## src/lane_bus_defs.svh

```systemverilog
/*
  Sizes of the shared operand bus arbiter.
  STRB_W must stay ELEN/8, one mask bit per byte of a bus word.
  NR_VINSN bounds the number of outstanding bus operations and
  is the default depth of the order FIFO.
*/

`ifndef LANE_BUS_DEFS_SVH
`define LANE_BUS_DEFS_SVH

// Bus data width in bits
`define ELEN 64

// Mask word, one bit per byte
`define STRB_W (`ELEN / 8)

// Outstanding operations
`define NR_VINSN 8

// Operation code width
`define OP_W 5

`endif

```

## src/lane_bus_pkg.sv

```systemverilog
/*
  Types shared by the operand bus arbiter.
  The reduction ranges of ara_op_e must stay contiguous, because the
  classifier works with range tests on them.
*/

`include "lane_bus_defs.svh"

package lane_bus_pkg;

  typedef logic [`ELEN-1:0]   elen_t;
  typedef logic [`STRB_W-1:0] strb_t;

  typedef enum logic [`OP_W-1:0] {
    VADD,
    VSLIDEUP, VSLIDEDOWN,
    VLXE, VSXE,
    // ALU reductions, VREDSUM first and VWREDSUM last
    VREDSUM, VREDAND, VREDOR, VREDXOR,
    VREDMINU, VREDMIN, VREDMAXU, VREDMAX,
    VWREDSUMU, VWREDSUM,
    // FP reductions, VFREDUSUM first and VFWREDOSUM last
    VFREDUSUM, VFREDOSUM, VFREDMIN, VFREDMAX,
    VFWREDUSUM, VFWREDOSUM
  } ara_op_e;

  // Owner of the shared bus
  typedef enum logic [1:0] {
    SLDU_SEL    = 2'd0,
    ADDRGEN_SEL = 2'd1,
    ALU_RED_SEL = 2'd2,
    FPU_RED_SEL = 2'd3
  } bus_sel_e;

endpackage

```

## src/bus_steer.sv

```systemverilog
/*
  Steering of the shared operand bus by the class at the FIFO head.
  Purely combinational. With an empty FIFO no source owns the bus,
  so every valid, ready and gnt output is low.
*/

module bus_steer (
  input  lane_bus_pkg::bus_sel_e head_sel_i,
  input  logic                   empty_i,
  // Operand queue stream
  input  lane_bus_pkg::elen_t    opq_operand_i,
  input  logic                   opq_valid_i,
  output logic                   opq_ready_o,
  // ALU reduction stream
  input  lane_bus_pkg::elen_t    alu_red_operand_i,
  input  logic                   alu_red_req_i,
  output logic                   alu_red_gnt_o,
  // FPU reduction stream
  input  lane_bus_pkg::elen_t    fpu_red_operand_i,
  input  logic                   fpu_red_req_i,
  output logic                   fpu_red_gnt_o,
  // Shared bus toward slide unit and address generator
  output lane_bus_pkg::elen_t    sldu_addrgen_operand_o,
  output logic                   sldu_operand_valid_o,
  output logic                   addrgen_operand_valid_o,
  input  logic                   sldu_operand_ready_i,
  input  logic                   addrgen_operand_ready_i,
  // Reduction return path
  input  logic                   sldu_red_valid_i,
  output logic                   sldu_red_gnt_o,
  output logic                   alu_red_valid_o,
  input  logic                   alu_red_ready_i,
  output logic                   fpu_red_valid_o,
  input  logic                   fpu_red_ready_i
);
  import lane_bus_pkg::*;

  logic sldu_sel, addr_sel, alu_sel, fpu_sel;

  assign sldu_sel = !empty_i && (head_sel_i == SLDU_SEL);
  assign addr_sel = !empty_i && (head_sel_i == ADDRGEN_SEL);
  assign alu_sel  = !empty_i && (head_sel_i == ALU_RED_SEL);
  assign fpu_sel  = !empty_i && (head_sel_i == FPU_RED_SEL);

  // Data goes to both units, only the valid is split
  assign sldu_addrgen_operand_o = alu_sel ? alu_red_operand_i :
                                  fpu_sel ? fpu_red_operand_i : opq_operand_i;

  assign sldu_operand_valid_o = (sldu_sel && opq_valid_i) ||
                                (alu_sel && alu_red_req_i) ||
                                (fpu_sel && fpu_red_req_i);
  assign addrgen_operand_valid_o = addr_sel && opq_valid_i;

  // Ready comes back from whichever unit was chosen
  assign opq_ready_o   = (sldu_sel && sldu_operand_ready_i) ||
                         (addr_sel && addrgen_operand_ready_i);
  assign alu_red_gnt_o = alu_sel && sldu_operand_ready_i;
  assign fpu_red_gnt_o = fpu_sel && sldu_operand_ready_i;

  // Slide unit results go back to the reducing unit
  assign alu_red_valid_o = alu_sel && sldu_red_valid_i;
  assign fpu_red_valid_o = fpu_sel && sldu_red_valid_i;
  assign sldu_red_gnt_o  = (alu_sel && alu_red_ready_i) ||
                           (fpu_sel && fpu_red_ready_i);

endmodule

```

## src/lane_bus.sv

```systemverilog
/*
  Arbiter of the lane's shared operand bus, in instruction order.
  An operation reaches the order FIFO two edges after op_valid_i.
  flush_i takes effect one cycle late, through its own register.
  At most NR_VINSN bus operations may be outstanding.
*/

`include "lane_bus_defs.svh"

module lane_bus (
  input  logic                   clk_i,
  input  logic                   rst_i,
  // Incoming operations
  input  logic                   op_valid_i,
  input  lane_bus_pkg::ara_op_e  op_i,
  input  logic                   flush_i,
  // Operand queue stream
  input  lane_bus_pkg::elen_t    opq_operand_i,
  input  logic                   opq_valid_i,
  output logic                   opq_ready_o,
  input  logic                   opq_cmd_pop_i,
  // Reduction streams
  input  lane_bus_pkg::elen_t    alu_red_operand_i,
  input  logic                   alu_red_req_i,
  output logic                   alu_red_gnt_o,
  input  logic                   alu_red_complete_i,
  input  lane_bus_pkg::elen_t    fpu_red_operand_i,
  input  logic                   fpu_red_req_i,
  output logic                   fpu_red_gnt_o,
  input  logic                   fpu_red_complete_i,
  // Shared bus
  output lane_bus_pkg::elen_t    sldu_addrgen_operand_o,
  output logic                   sldu_operand_valid_o,
  output logic                   addrgen_operand_valid_o,
  input  logic                   sldu_operand_ready_i,
  input  logic                   addrgen_operand_ready_i,
  // Reduction return path
  input  logic                   sldu_red_valid_i,
  output logic                   sldu_red_gnt_o,
  output logic                   alu_red_valid_o,
  input  logic                   alu_red_ready_i,
  output logic                   fpu_red_valid_o,
  input  logic                   fpu_red_ready_i,
  // Mask stream
  input  lane_bus_pkg::strb_t    mask_i,
  input  logic                   mask_valid_i,
  output logic                   mask_ready_o,
  output lane_bus_pkg::strb_t    mask_o,
  output logic                   mask_valid_o,
  input  logic                   mask_ready_i
);
  import lane_bus_pkg::*;

  logic     flush_q;
  logic     push, pop, empty;
  bus_sel_e push_sel, head_sel;

  always_ff @(posedge clk_i) begin
    if (rst_i) flush_q <= 1'b0;
    else       flush_q <= flush_i;
  end

  ////////////////////////////////////////////////////////////////////////////
  // Order tracking

  order_tracker u_tracker (
    .clk_i, .rst_i, .op_valid_i, .op_i,
    .head_sel_i (head_sel), .empty_i (empty),
    .opq_cmd_pop_i, .alu_red_complete_i, .fpu_red_complete_i,
    .push_o (push), .push_sel_o (push_sel), .pop_o (pop)
  );

  sel_fifo #(.DEPTH(`NR_VINSN)) u_fifo (
    .clk_i, .rst_i, .flush_i (flush_q),
    .push_i (push), .data_i (push_sel), .pop_i (pop),
    .data_o (head_sel), .empty_o (empty)
  );

  ////////////////////////////////////////////////////////////////////////////
  // Bus steering and mask spill

  bus_steer u_steer (
    .head_sel_i (head_sel), .empty_i (empty),
    .opq_operand_i, .opq_valid_i, .opq_ready_o,
    .alu_red_operand_i, .alu_red_req_i, .alu_red_gnt_o,
    .fpu_red_operand_i, .fpu_red_req_i, .fpu_red_gnt_o,
    .sldu_addrgen_operand_o, .sldu_operand_valid_o, .addrgen_operand_valid_o,
    .sldu_operand_ready_i, .addrgen_operand_ready_i,
    .sldu_red_valid_i, .sldu_red_gnt_o,
    .alu_red_valid_o, .alu_red_ready_i, .fpu_red_valid_o, .fpu_red_ready_i
  );

  mask_spill u_mask_spill (
    .clk_i, .rst_i, .mask_i, .mask_valid_i, .mask_ready_o,
    .mask_o, .mask_valid_o, .mask_ready_i
  );

endmodule

```

## src/mask_spill.sv

```systemverilog
/*
  Two-slot spill register on the mask stream.
  mask_ready_o comes from a flop, never from mask_ready_i in the same
  cycle. Words leave one or more cycles after they enter, in order.
*/

module mask_spill (
  input  logic                clk_i,
  input  logic                rst_i,
  input  lane_bus_pkg::strb_t mask_i,
  input  logic                mask_valid_i,
  output logic                mask_ready_o,
  output lane_bus_pkg::strb_t mask_o,
  output logic                mask_valid_o,
  input  logic                mask_ready_i
);
  import lane_bus_pkg::*;

  strb_t a_data_q, b_data_q;
  logic  a_full_q, b_full_q;
  logic  a_fill, a_drain, b_fill, b_drain;

  // A takes new words, B catches what A held when the sink stalls
  assign a_fill  = mask_valid_i && mask_ready_o;
  assign a_drain = a_full_q && !b_full_q;
  assign b_fill  = a_drain && !mask_ready_i;
  assign b_drain = b_full_q && mask_ready_i;

  // While B is empty, A always frees up this cycle
  assign mask_ready_o = !b_full_q;
  assign mask_valid_o = a_full_q || b_full_q;
  assign mask_o       = b_full_q ? b_data_q : a_data_q;

  always_ff @(posedge clk_i) begin
    if (rst_i) begin
      a_full_q <= 1'b0;
      b_full_q <= 1'b0;
    end else begin
      a_full_q <= a_fill || (a_full_q && !a_drain);
      b_full_q <= b_fill || (b_full_q && !b_drain);
    end
  end

  always_ff @(posedge clk_i) begin
    if (a_fill) a_data_q <= mask_i;
    if (b_fill) b_data_q <= a_data_q;
  end

endmodule

```

## src/order_tracker.sv

```systemverilog
/*
  Keeps the order FIFO in instruction order.
  The operation strobe is registered once, so a class is pushed one
  cycle after the operation is accepted. VADD and other non-bus
  operations push nothing. A completion pulse only pops when it
  belongs to the class at the head; other pulses are ignored.
*/

module order_tracker (
  input  logic                   clk_i,
  input  logic                   rst_i,
  input  logic                   op_valid_i,
  input  lane_bus_pkg::ara_op_e  op_i,
  input  lane_bus_pkg::bus_sel_e head_sel_i,
  input  logic                   empty_i,
  input  logic                   opq_cmd_pop_i,
  input  logic                   alu_red_complete_i,
  input  logic                   fpu_red_complete_i,
  output logic                   push_o,
  output lane_bus_pkg::bus_sel_e push_sel_o,
  output logic                   pop_o
);
  import lane_bus_pkg::*;

  logic    op_valid_q;
  ara_op_e op_q;

  ////////////////////////////////////////////////////////////////////////////
  // Input register

  always_ff @(posedge clk_i) begin
    if (rst_i) begin
      op_valid_q <= 1'b0;
    end else begin
      op_valid_q <= op_valid_i;
    end
  end

  always_ff @(posedge clk_i) begin
    if (op_valid_i) op_q <= op_i;
  end

  ////////////////////////////////////////////////////////////////////////////
  // Classification and completion

  always_comb begin
    push_o     = 1'b0;
    push_sel_o = SLDU_SEL;
    if (op_valid_q) begin
      case (op_q) inside
        VSLIDEUP, VSLIDEDOWN: begin
          push_o     = 1'b1;
          push_sel_o = SLDU_SEL;
        end
        VLXE, VSXE: begin
          push_o     = 1'b1;
          push_sel_o = ADDRGEN_SEL;
        end
        [VREDSUM:VWREDSUM]: begin
          push_o     = 1'b1;
          push_sel_o = ALU_RED_SEL;
        end
        [VFREDUSUM:VFWREDOSUM]: begin
          push_o     = 1'b1;
          push_sel_o = FPU_RED_SEL;
        end
        default: push_o = 1'b0;
      endcase
    end
  end

  // Slides and indexed accesses both end on the operand queue pop
  always_comb begin
    pop_o = 1'b0;
    if (!empty_i) begin
      case (head_sel_i)
        SLDU_SEL, ADDRGEN_SEL: pop_o = opq_cmd_pop_i;
        ALU_RED_SEL:           pop_o = alu_red_complete_i;
        FPU_RED_SEL:           pop_o = fpu_red_complete_i;
        default:               pop_o = 1'b0;
      endcase
    end
  end

endmodule

```

## src/sel_fifo.sv

```systemverilog
/*
  Order FIFO of source classes.
  A push while full is dropped and a pop while empty is ignored.
  data_o is only meaningful while empty_o is low.
  flush_i clears the pointers at the next edge and wins over a push.
*/

`include "lane_bus_defs.svh"

module sel_fifo #(
  parameter int unsigned DEPTH = `NR_VINSN
) (
  input  logic                  clk_i,
  input  logic                  rst_i,
  input  logic                  flush_i,
  input  logic                  push_i,
  input  lane_bus_pkg::bus_sel_e data_i,
  input  logic                  pop_i,
  output lane_bus_pkg::bus_sel_e data_o,
  output logic                  empty_o
);
  import lane_bus_pkg::*;

  localparam int unsigned AW = (DEPTH > 1) ? $clog2(DEPTH) : 1;

  bus_sel_e      mem_q [DEPTH];
  logic [AW-1:0] wr_ptr_q, rd_ptr_q;
  logic [AW:0]   count_q;
  logic          full, do_push, do_pop;

  // Wrap explicitly so that odd depths behave too
  function automatic logic [AW-1:0] next_ptr(logic [AW-1:0] ptr);
    next_ptr = (ptr == AW'(DEPTH - 1)) ? '0 : ptr + 1'b1;
  endfunction

  assign full    = (count_q == (AW+1)'(DEPTH));
  assign empty_o = (count_q == '0);
  assign do_push = push_i && !full;
  assign do_pop  = pop_i && !empty_o;
  assign data_o  = mem_q[rd_ptr_q];

  always_ff @(posedge clk_i) begin
    if (rst_i || flush_i) begin
      wr_ptr_q <= '0;
      rd_ptr_q <= '0;
      count_q  <= '0;
    end else begin
      if (do_push) wr_ptr_q <= next_ptr(wr_ptr_q);
      if (do_pop) rd_ptr_q <= next_ptr(rd_ptr_q);
      if (do_push && !do_pop) begin
        count_q <= count_q + 1'b1;
      end else if (!do_push && do_pop) begin
        count_q <= count_q - 1'b1;
      end
    end
  end

  // Storage
  always_ff @(posedge clk_i) begin
    if (do_push) mem_q[wr_ptr_q] <= data_i;
  end

endmodule
```

## config.mk

```make
export PLATFORM = sky130hd
export DESIGN_NAME = lane_bus
export DESIGN_NICKNAME = d
export VERILOG_FILES = /design/src/lane_bus_pkg.sv /design/src/bus_steer.sv /design/src/lane_bus.sv /design/src/mask_spill.sv /design/src/order_tracker.sv /design/src/sel_fifo.sv
export VERILOG_INCLUDE_DIRS = /design/src /design/src/src
export SDC_FILE = /design/constraint.sdc
export NUM_CORES = 1
export LEC_CHECK = 0
export BUFFER_PORTS_ARGS = -buffer_cell sky130_fd_sc_hd__buf_2
export CORE_AREA = 4 4 115 117
export CTS_BUF_LIST = sky130_fd_sc_hd__clkbuf_8 sky130_fd_sc_hd__clkbuf_16
export DETAILED_ROUTE_END_ITERATION = 12
export DIE_AREA = 0 0 119 121
export GPL_TIMING_DRIVEN = 0
export PLACE_DENSITY = 0.66
export RECOVER_POWER = 50
export REMOVE_ABC_BUFFERS = 1
export SLEW_MARGIN = 20
export SYNTH_ARGS = -nofsm -noshare
export SYNTH_HDL_FRONTEND = slang
export SYNTH_SLANG_ARGS = --single-unit
```

## constraint.sdc

```tcl
create_clock -name clk_i -period 3.92 [get_ports clk_i]
set_input_delay 1.176 -clock clk_i [delete_from_list [all_inputs] [get_ports clk_i]]
set_output_delay 1.176 -clock clk_i [all_outputs]
set_load 0.02 [all_outputs]
```

# After elaboration in Yosys (flattened, before gate mapping)
# Memories as Yosys holds them, arrays and structs flattened. A register that Yosys moved wholly into a read port is not among the register bits.
# Index checks and enable logic that the tools add are counted.
# Widths: inputs -> output; s select.
[classes]
n_addsub = 4
n_lt_le_gt_ge = 4
eq_ne = 10
muxes = 23
reduce_logical = 50
[op_table]
columns = ["operator", "count"]
rows = [
  ["$mux 64", 2],
  ["$logic_and 1x1->1", 28],
  ["$mux 3", 4],
  ["$eq 5x2->1 const B", 2],
  ["$mux 2", 5],
  ["$logic_not 1->1", 8],
  ["$logic_or 1x1->1", 8],
  ["$mux 1", 8],
  ["$mux 4", 2],
  ["$mux 8", 1],
  ["$add 3x1->3 const B", 2],
  ["$eq 3x3->1 const B", 2],
  ["$reduce_or 2->1", 3],
  ["$eq 5x1->1 const B", 1],
  ["$eq 5x3->1 const B", 1],
  ["$ge 5x3->1 const B", 1],
  ["$ge 5x4->1 const B", 1],
  ["$le 5x4->1 const B", 1],
  ["$le 5x5->1 const B", 1],
  ["$add 4x1->4 const B", 1],
  ["$eq 2x2->1 const B", 2],
  ["$eq 4x4->1 const B", 1],
  ["$logic_not 4->1", 1],
  ["$sub 4x1->4 const B", 1],
  ["other kinds (4)", 4],
]
[totals]
reg_bits = 35
ramBits = 16
inputBits = 222
out_inout_bits = 82
elab_cells = 102
n_memories = 1
[memory_table]
columns = ["name", "words", "word_bits", "rd", "rd_clocked_by_memory_dff", "wr", "line", "rtl"]
rows = [
  ["u_fifo.mem_q", 8, 2, 1, 1, 1, "sel_fifo.sv:26", "bus_sel_e mem_q [DEPTH];"],
]

# Longest topological paths before layout
[logic_depth]
word_depth = 12
mapped_depth = 14
depth_no_buf = 13

# Hierarchy
# Synthesis repeated with hierarchy kept, for this count alone.
[unflattened]
cells_unflattened = 316
hier_area_um2 = 4259.1
[by_module_without_submodules]
columns = ["module", "n_inst", "cells_each", "area_each_um2", "seq_area_each_um2"]
rows = [
  ["bus_steer", 1, 160, 1955.6, 0.0],
  ["sel_fifo", 1, 97, 1296.2, 740.7],
  ["mask_spill", 1, 34, 691.9, 520.5],
  ["order_tracker", 1, 23, 281.5, 170.2],
  ["lane_bus", 1, 2, 33.8, 20.0],
]

# Worst setup path after synthesis
# Ideal clock, no wire load.
[synth_timing]
path_type = "flip-flop to output port"
from = "reg with a tool-made name"
to = "out addrgen_operand_valid_o"
arrival_time_ns = 2.094
required_time_ns = 2.744
slack_ns = 0.650
stages_incl_launch_ff = 7
n_path_buf = 3
path_cell_list = "dfxtp_1 buf_6 mux2i_1 mux4_2 buf_6 buf_2 nor4b_1"
[synth_lines]
columns = ["element", "line", "rtl"]
rows = [
  ["end, declared", "lane_bus.sv:34", "output logic addrgen_operand_valid_o,"],
]

==> results.yml <==
power:
  leakage_nw: 2.74
  power.density_mw_per_mm2: 595
  ir_drop_v: 0.000334
critical_path:
  crit_required_ns: 2.74
  startpoint_type: "flip-flop"
  critPathKind: "flip-flop to output pin"
  worstPathMaxFanout: 43
  cp.arrival_ns: 2.60
  worst_setup_path_end_kind: "output pin"
routing:
  wl_um: 15200
  post_drt_wl_per_cell_um: 17.9
  drt_iter0_drc: 274
  drtAntennaViolNets: 0
  drc: 0
  routed_via_density: 4.83
  first_pass_iters: 4
  vias: 4103
timing:
  tns_ns: 0
  worst-slew-pin-transition_ns: 1.24
  rsz0062_at_grt: "no"
  worst_slack_ns: 0.147
  min_period_ns: 3.77
  fmax_mhz: 265
  whs_ns: 0.449
  fin_crit_sh_pct: 96.2
  clock_skew_ns: 0.00506
  hold_viol_final: 0
  slew_headroom_pct: 16.9
  report.final.slew_viol_count: 0
  setup_viol: 0
flow_run:
  max_cap_viol_count: 0
cells_and_area:
  syn2layout_area_growth_pct: 47.9
  layout_common_cells: "buf_2, mux2i_1, nor2_1, a21oi_1, edfxtp_1"
  drive_gt1_share_pct: 51.9
  nets: 904
  final_common_cell: "buf_2"
logic_synthesis:
  synth_seq_area_share_pct: 38.4
  yosys_warnings: 0
  ys.flop_type: "edfxtp_1"
  ys_seq_elements: 54
  syn_inst: 386
  synth-async-reset-ratio_pct: 0
  syn_area_per_cell_sq_um: 9.80
  synth_area_sq_mm: 0.00378
  synth_cell_types: 38
  synth_edf_count: 37
floorplanning:
  io_pins: 304
  dieArea_sq_mm: 0.0144
  initial_core_util_pct: 30.6
  row_count: 41
  core-area_sq_mm: 0.0124
  fp.dieH_um: 121
  die_w_um: 119
clocking:
  clock-sinks: 54
  htreeDepth: 2
  cts_made_buffers: 5
  cts_tree: "built"
  clockBufferDepth: 2
  insertion_delay_ns: 0.28
  root_buffer: "clkbuf_16"
  clkTransAtPathRegs_ns: 0.06
grt:
  antenna_found_initial: 4
  grt_pass1_wl_um: 21700
  track_usage_pct: 19.5
  grt_pass1_vias: 3881
  overflow: 0
  grt_max_degree: 76
place:
  dp_worst_setup_slack_ns: -0.344
  post-dp-hpwl_um: 12400
  numPortBuffers: 303
  gp_congestion: 0.940
min_path:
  worst_hold_path_type: "flip-flop to flip-flop"
  min_from: "u_mask_spill.a_data_q[2]$_DFFE_PP_"
status:
  outcome: "finished clean"
[cell usage after synthesis (all sizes together), types with 2 or more instances]
master	count	area, sq um
a21o	2	15.0
a21oi	69	398
and2	3	18.8
and3	2	12.5
buf	16	144
clkbuf	11	41.3
dfxtp	17	340
edfxtp	37	1110
ha	7	87.6
inv	4	15.0
mux2	10	116
mux2i	80	801
mux4	3	67.6
nand2	9	33.8
nor2	79	309
nor2b	4	25.0
nor3	3	15.0
nor3b	7	52.6
nor4b	2	17.5
o21ai	4	20.0
or2	3	18.8
or3	2	12.5
xnor2	2	17.5
xor2	2	17.5
[logic make-up after synthesis]
kind of cell,count (synthesis),share of synthesized area [%]
AOI/OAI and AO/OA,77,12.0
buffers and inverters,31,5.29
muxes,93,26.0
adders and majority gates,8,2.85
DFF,54,38.4
and+or+nand+nor,119,14.5
xor gates and xnor gates,4,0.927
[critical path, cell delays in order, from the launching register on]
cell and delay (ns):
dfxtp_4 0.41, mux2i_1 0.39, mux4_4 0.44, buf_16 0.26, mux2i_1 0.46, a21oi_1 0.12
buf_2 0.19
[registers in the layout, summed over array words and instances (netlist names), 3 cells and up, named ones only]
name	cells
u_fifo.wr_ptr_q	3
u_fifo.mem_q	16
u_mask_spill.b_data_q	8
u_tracker.op_q	5
u_mask_spill.a_data_q	8
u_fifo.count_q	4
u_fifo.rd_ptr_q	3
[metal layers]
metal / vias to the layer above / routed length (um) / GRT usage (%)
li1: 1972 / - / -
met3: 26 / 1290 / 6.11
met5: - / 29 / 0
met1: 1910 / 6450 / 25.8
met2: 189 / 7170 / 31.8
met4: 6 / 221 / 2.97
[final timing paths]
| path | end | slack (ns) | cells after the start |
|---|---|---|---|
| max reg2reg | u_fifo.count_q[3]$_SDFFE_PP0P_ | 0.30 | 14 |
| max | sldu_addrgen_operand_o[30] | 0.15 | 6 |
| min reg2reg | u_mask_spill.b_data_q[2]$_DFFE_PP_ | 0.45 | 0 |
| min | u_mask_spill.b_data_q[2]$_DFFE_PP_ | 0.45 | 0 |
[cell type report]
type / instances / area (sq um)
timing repair buffer: 306 / 1580
sequential: 54 / 1460
clock buffer: 6 / 139
fill: 1218 / 6770
multi-input combinational: 303 / 2170
inverter: 4 / 15.0
tap: 172 / 215
clock inverter: 2 / 12.5
antenna: 2 / 5.00
[timing repair]
item | 4_1_cts | 5_1_grt
setup endpoints to repair | 54 | 2
resized for setup | 2 | 3
cloned | 2 | 0
hold buffers | 0 | 0
setup buffers | 1 | 0
pin swaps | 0 | 1
[power by group]
group          internal (mW)  switching [mW]
Combinational          0.791            1.40
Sequential             0.656          0.0524
Clock                  0.253           0.179
[metrics by stage]
stage               cells  cell area, sq um  util (%)  total power, mW
detailed placement    836              5390      43.6             2.85
floorplan             359              3600         -             2.15
CTS                   847              5580      45.1             3.33
finish                849              5590      45.2             3.33
global placement      834              5330      43.1             2.85
global route          848              5590      45.2             3.53
No activity file was read; power rests on OpenSTA's default activity.
